--- src/source/vReadPkg.sv ---
package vReadPkg;

   // external word address
   localparam int EXT_ADDR_W = 16;

   // period, duty and delay counters
   localparam int PERIOD_W = 6;

   // fetch length in words
   localparam int SIZE_W = 10;

   typedef logic [EXT_ADDR_W-1:0] extAddrT;
   typedef logic [PERIOD_W-1:0]   periodT;
   typedef logic [SIZE_W-1:0]     sizeT;

   // shared by the fetcher and the pattern generator
   typedef enum logic [1:0]
   {
      IDLE   = 2'd0,
      DELAY  = 2'd1,
      ACTIVE = 2'd2
   } genStateT;

endpackage

--- src/source/busArbiter.sv ---
module busArbiter #(
   parameter int NUM_LANES = 3
)
(
   input  logic                 clk,
   input  logic                 rst,
   input  logic [NUM_LANES-1:0] busValid,
   input  vReadPkg::extAddrT    busAddr [NUM_LANES],
   input  logic                 memReady,
   output logic [NUM_LANES-1:0] busReady,
   output logic                 memValid,
   output vReadPkg::extAddrT    memAddr
);

   localparam int GRANT_W = (NUM_LANES > 1) ? $clog2(NUM_LANES) : 1;

   logic [GRANT_W-1:0] grant;
   logic [GRANT_W-1:0] nextGrant;
   logic               hold;

   assign memValid = busValid[grant];
   assign memAddr  = busAddr[grant];

   // request waiting on ready keeps the grant
   assign hold = memValid && !memReady;

   always_comb
   begin
      int  idx;
      logic found;
      nextGrant = grant;
      found     = 1'b0;
      // first requester after the current one
      for (int k = 1; k <= NUM_LANES; k++)
      begin
         idx = (int'(grant) + k) % NUM_LANES;
         if (!found && busValid[idx])
         begin
            nextGrant = GRANT_W'(idx);
            found     = 1'b1;
         end
      end
   end

   always_ff @(posedge clk or posedge rst)
   begin
      if (rst)
      begin
         grant <= '0;
      end
      else if (!hold)
      begin
         grant <= nextGrant;
      end
   end

   always_comb
   begin
      for (int i = 0; i < NUM_LANES; i++)
      begin
         busReady[i] = memReady && (grant == GRANT_W'(i));
      end
   end

endmodule

--- config.mk ---
export PLATFORM = sky130hd
export DESIGN_NAME = busArbiter
export DESIGN_NICKNAME = d
export VERILOG_FILES = /design/src/source/vReadPkg.sv /design/src/source/busArbiter.sv
export SDC_FILE = /design/constraint.sdc
export NUM_CORES = 1
export LEC_CHECK = 0
export ABC_AREA = 1
export BUFFER_PORTS_ARGS = -buffer_cell sky130_fd_sc_hd__buf_2
export CAP_MARGIN = 20
export CELL_PAD_IN_SITES_DETAIL_PLACEMENT = 1
export CELL_PAD_IN_SITES_GLOBAL_PLACEMENT = 1
export CORE_MARGIN = 3
export CORE_UTILIZATION = 23
export CTS_BUF_LIST = sky130_fd_sc_hd__clkbuf_4 sky130_fd_sc_hd__clkbuf_8
export DETAILED_ROUTE_END_ITERATION = 16
export PLACE_DENSITY = 0.95
export SLEW_MARGIN = 20
export SYNTH_ARGS = -nofsm -noshare
export SYNTH_HDL_FRONTEND = slang
export SYNTH_SLANG_ARGS = --single-unit
--- constraint.sdc ---
create_clock -name clk -period 3.1 [get_ports clk]
set_input_delay 0.62 -clock clk [delete_from_list [all_inputs] [get_ports clk]]
set_output_delay 0.62 -clock clk [all_outputs]
set_load 0.01 [all_outputs]
### Word-level counts from Yosys, hierarchy flattened

Cells that the tools add are included.

* add/subtract/negate cells: 3
* divide/modulo/power cells: 3
* magnitude comparators: 5
* equality and inequality tests: 2
* mux-type cells: 19
* bitwise gates (word level): 2
* reductions and logical operators: 12

Operator list (count)
* $lt A32 B4 Y1 const B: 3
* $mod A32 B3 Y32 const B: 3
* $bmux W16 S2: 1
* $mux W16: 2
* $mux W1: 9
* $bmux W1 S2: 4
* $add A2 B2 Y3 const B: 2
* $logic_and A1 B1 Y1: 6
* $mux W2: 3
* $add A2 B1 Y3 const B: 1
* $ge A3 B3 Y1 const B: 1
* $logic_not A1 Y1: 3
* $lt A2 B3 Y1 const B: 1
* $not A2 Y3: 1
* $reduce_bool A3 Y1: 1
* $eq A2 B1 Y1 const B: 1
* $eq A2 B2 Y1 const B: 1
* $logic_not A2 Y1: 1
* $reduce_and A2 Y1: 1
* $not A1 Y1: 1

* register bits: 2
* word-level logic and storage cells: 47

### Logic depth before layout (Yosys ltp)

* depth after elaboration: 13
* depth in mapped cells: 14
* mapped depth without buffers: 12

### Worst setup path before layout

OpenSTA, ideal clock, no wires.

* path type: flip-flop to flip-flop
* from: register grant[0]
* to: register grant[0]
* setup time: 116 ps
* data arrival time: 1761 ps
* required time: 2984 ps
* slack: 1223 ps
* stages on the path, launching flop included: 13
* buffers on the path: 2
* clock period less this slack: 1877 ps
* path through: dfrtp_1 buf_2 inv_2 buf_2 ha_1 nand2_1 nand2_2 nand3_4 nand2_1 o21ai_2 inv_2 nand2_1 nand2_1

* word-level cells in the longest chain between the ends: 13

Ends and longest elaborated chain
* start, declared: line busArbiter.sv:17 `logic [GRANT_W-1:0] grant;`
* start signal, assigned: line busArbiter.sv:53 `grant <= nextGrant;`
* $add A2 B1 Y3: line busArbiter.sv:36 `idx = (int'(grant) + k) % NUM_LANES;`
* $mod A32 B3 Y32: line busArbiter.sv:36
* $bmux W1 S2: line busArbiter.sv:37 `if (!found && busValid[idx])`
* $mux W1 (implied by the code) (2 in series): line busArbiter.sv:37
* $mux W1: line busArbiter.sv:37
* $logic_not A1 Y1: line busArbiter.sv:37
* $logic_and A1 B1 Y1: line busArbiter.sv:37
* $mux W1: line busArbiter.sv:37
* $logic_not A1 Y1: line busArbiter.sv:37
* $logic_and A1 B1 Y1: line busArbiter.sv:37
* $reduce_bool A3 Y1 (no line)
* $reduce_and A2 Y1 (no line)

Several ways; a longest one is shown, not always the timed one. The select of a mux whose other input is x is not followed.
A chain may end at the register's enable or synchronous reset.

### Worst setup path after layout

* from: register grant[0]
* to: output port busReady[2]

* word-level cells in the longest chain between the ends: 2

Ends and longest elaborated chain
* $eq A2 B2 Y1: line busArbiter.sv:61 `busReady[i] = memReady && (grant == GRANT_W'(i));`
* $logic_and A1 B1 Y1: line busArbiter.sv:61
* end, declared: line busArbiter.sv:10 `output logic [NUM_LANES-1:0] busReady,`

Every way passes these cells.

==> impl_metrics.tcl <==
set metrics [dict create \
    max_cap_violations 0 \
    fin_ws_ns 0.857 \
    io_pins 74 \
    post_cts_buffers 0 \
    initialDrtViolationCount 32 \
    reg2regPathDepth 10 \
    powerDensity_nw_per_um2 975 \
    grt_pass1_wl_um 5440 \
    dieArea_um2 3970 \
    routed_wl_um 3190 \
    netlist_area_um2 747 \
    first_pass_iters 4 \
    synthTopCellsByArea "o21ai_0 21%, nand3_1 17%, nand2_1 13%" \
    synth-edff-count 0 \
    dp_hpwl_um 2530 \
    setup-violations-final 0 \
    syn_to_final_growth_pct 55.9 \
    num_vias 1216 \
    seq_area_frac_synth_pct 6.70 \
    fp.dieW_um 63.0 \
    ant_nets 0 \
    yosys_warnings 0 \
    core_um2 3080 \
    clock.fmax_ghz 0.446 \
    required_ns 2.48 \
    antennaDiodeCount 0 \
    cts_tree "yes" \
    largest-register "grant" \
    place_congestion 0.802 \
    arrival_ns 1.62 \
    clock_latency_ns 0.22 \
    async_reset_ff_share_pct 100 \
    relSlewSlack_pct 62.1 \
    synth_top_area_share_pct 21.4 \
    grt_setup_unrepaired "false" \
    status "complete, no violations" \
    setup_tns_ns 0 \
    largest_reg_flops 2 \
    die_h_um 63.0 \
    ys_ff_latch 2 \
    cts_buffers 3 \
    cts_resized 0 \
    p_leak_nw 0.669 \
    initial_core_util_pct 24.3 \
    cp_max_fo 37 \
    cts.sinks 2 \
    postSynthCellCount 141 \
    via_per_inst 4.77 \
    dominantRegCellSynth "dfrtp_1" \
    largest_registers "grant x2" \
    grt_max_degree 38 \
    design.final.nets 272 \
    dp_slack_ns 1.05 \
    fin_crit_ns 2.24 \
    hold_class "in -> async" \
    hold_viol 0 \
    antenna_found_initial 0 \
    cts_max_level 1 \
    ir_worst_vdd_mv 0.231 \
    yosysTopAreaCell "o21ai_0" \
    cts_root_buffer "clkbuf_4" \
    end_kind "output pin" \
    syn_nets 200 \
    period_share_pct 72.3 \
    drive_gt1_share_pct 42.7 \
    cts_buffer_depth 2 \
    synth_most_common_cell "o21ai_0" \
    clk_pin_slew_worst_paths_ns 0.03 \
    path_class "reg -> out" \
    drc 0 \
    fin_skew_ns 0.00224 \
    hold_buffers 0 \
    first_global_vias 1320 \
    synth_commonest_cells "32 x o21ai_0, 26 x nand2_1, 26 x nand3_1, 17 x nor2_1, 11 x inv_1" \
    dpl_cell_area_um2 1140 \
    port_buffers 73 \
    yosysUniqueCellTypes 17 \
    std_cell_rows 20 \
    design_area_um2 1160 \
    syn_area_per_cell_um2 5.30 \
    grt_usage_pct 16.5 \
    worst_pin_slew_ns 0.567 \
    slew_viol_final 0 \
    p_total_mw 1.14 \
    overflow 0 \
    wl_per_cell_um 12.5 \
    worst_setup_path_start_kind "register" \
]
[layout make-up]
| class | count | area, µm² |
|---|---|---|
| Multi-Input combinational cell | 116 | 601 |
| Timing Repair Buffer | 75 | 380 |
| Inverter | 15 | 56.3 |
| Sequential cell | 2 | 50.0 |
| Clock buffer | 3 | 22.5 |
| Fill cell | 447 | 1910 |
| Tap cell | 44 | 55.1 |
[metrics by stage]
stage	cells	hold WS (ns)	util [%]
floorplan	141	0.361	-
global placement	252	0.473	37.1
detailed placement	252	0.476	37.1
CTS	255	0.241	37.8
global route	255	0.243	37.8
finish	255	0.241	37.8
[placed cells by master (no fill, tap or decap)]
cell type,n
nand3_2,2
dfrtp_1,2
nand3_1,26
buf_4,2
inv_2,4
ha_1,5
nand3b_1,1
clkbuf_4,3
nor2_1,17
o21ai_0,32
nand3_4,1
o21ai_2,2
inv_1,11
o21ai_1,1
buf_2,73
nand2_2,3
nand2_1,26
[kinds of logic after synthesis]
| family | Yosys count | share of synthesized area (%) |
|---|---|---|
| simple gates | 76 | 47.6 |
| compound gates | 35 | 24.5 |
| buf+inv | 23 | 12.9 |
| fa+ha+maj | 5 | 8.38 |
| flops | 2 | 6.70 |
[layer usage]
layer,global-route usage [%],up-vias,share of wire [%]
li1,-,608,-
met1,18.3,557,42
met2,32.1,51,50
met3,3.78,0,7.7
met4,1.65,0,0
met5,0,-,0
[worst max-delay path: stages, from the launching register on]
cell	delay (ns)
dfrtp_1	0.38
inv_2	0.43
ha_1	0.33
nand2_1	0.08
inv_1	0.06
buf_2	0.12
[worst paths after layout]
| check | start | end | slack [ns] |
|---|---|---|---|
| max in group asynchronous | rst | grant[1]$_DFFE_PP0P_ | 2.75 |
| worst min-delay path | rst | grant[0]$_DFFE_PP0P_ | 0.24 |
| worst min register to register | grant[0]$_DFFE_PP0P_ | grant[0]$_DFFE_PP0P_ | 0.76 |
| worst max register to register | grant[0]$_DFFE_PP0P_ | grant[0]$_DFFE_PP0P_ | 1.03 |
| min in group clk | grant[0]$_DFFE_PP0P_ | grant[0]$_DFFE_PP0P_ | 0.76 |
| worst max-delay path | grant[0]$_DFFE_PP0P_ | busReady[2] | 0.86 |
[power by group]
group | internal [mW] | total [mW] | switching [mW]
clock | 0.0426 | 0.0562 | 0.0136
sequential | 0.0421 | 0.0503 | 0.00814
combinational | 0.366 | 1.03 | 0.663
total | 0.451 | 1.14 | 0.685
(Power assumes the default switching activity.)
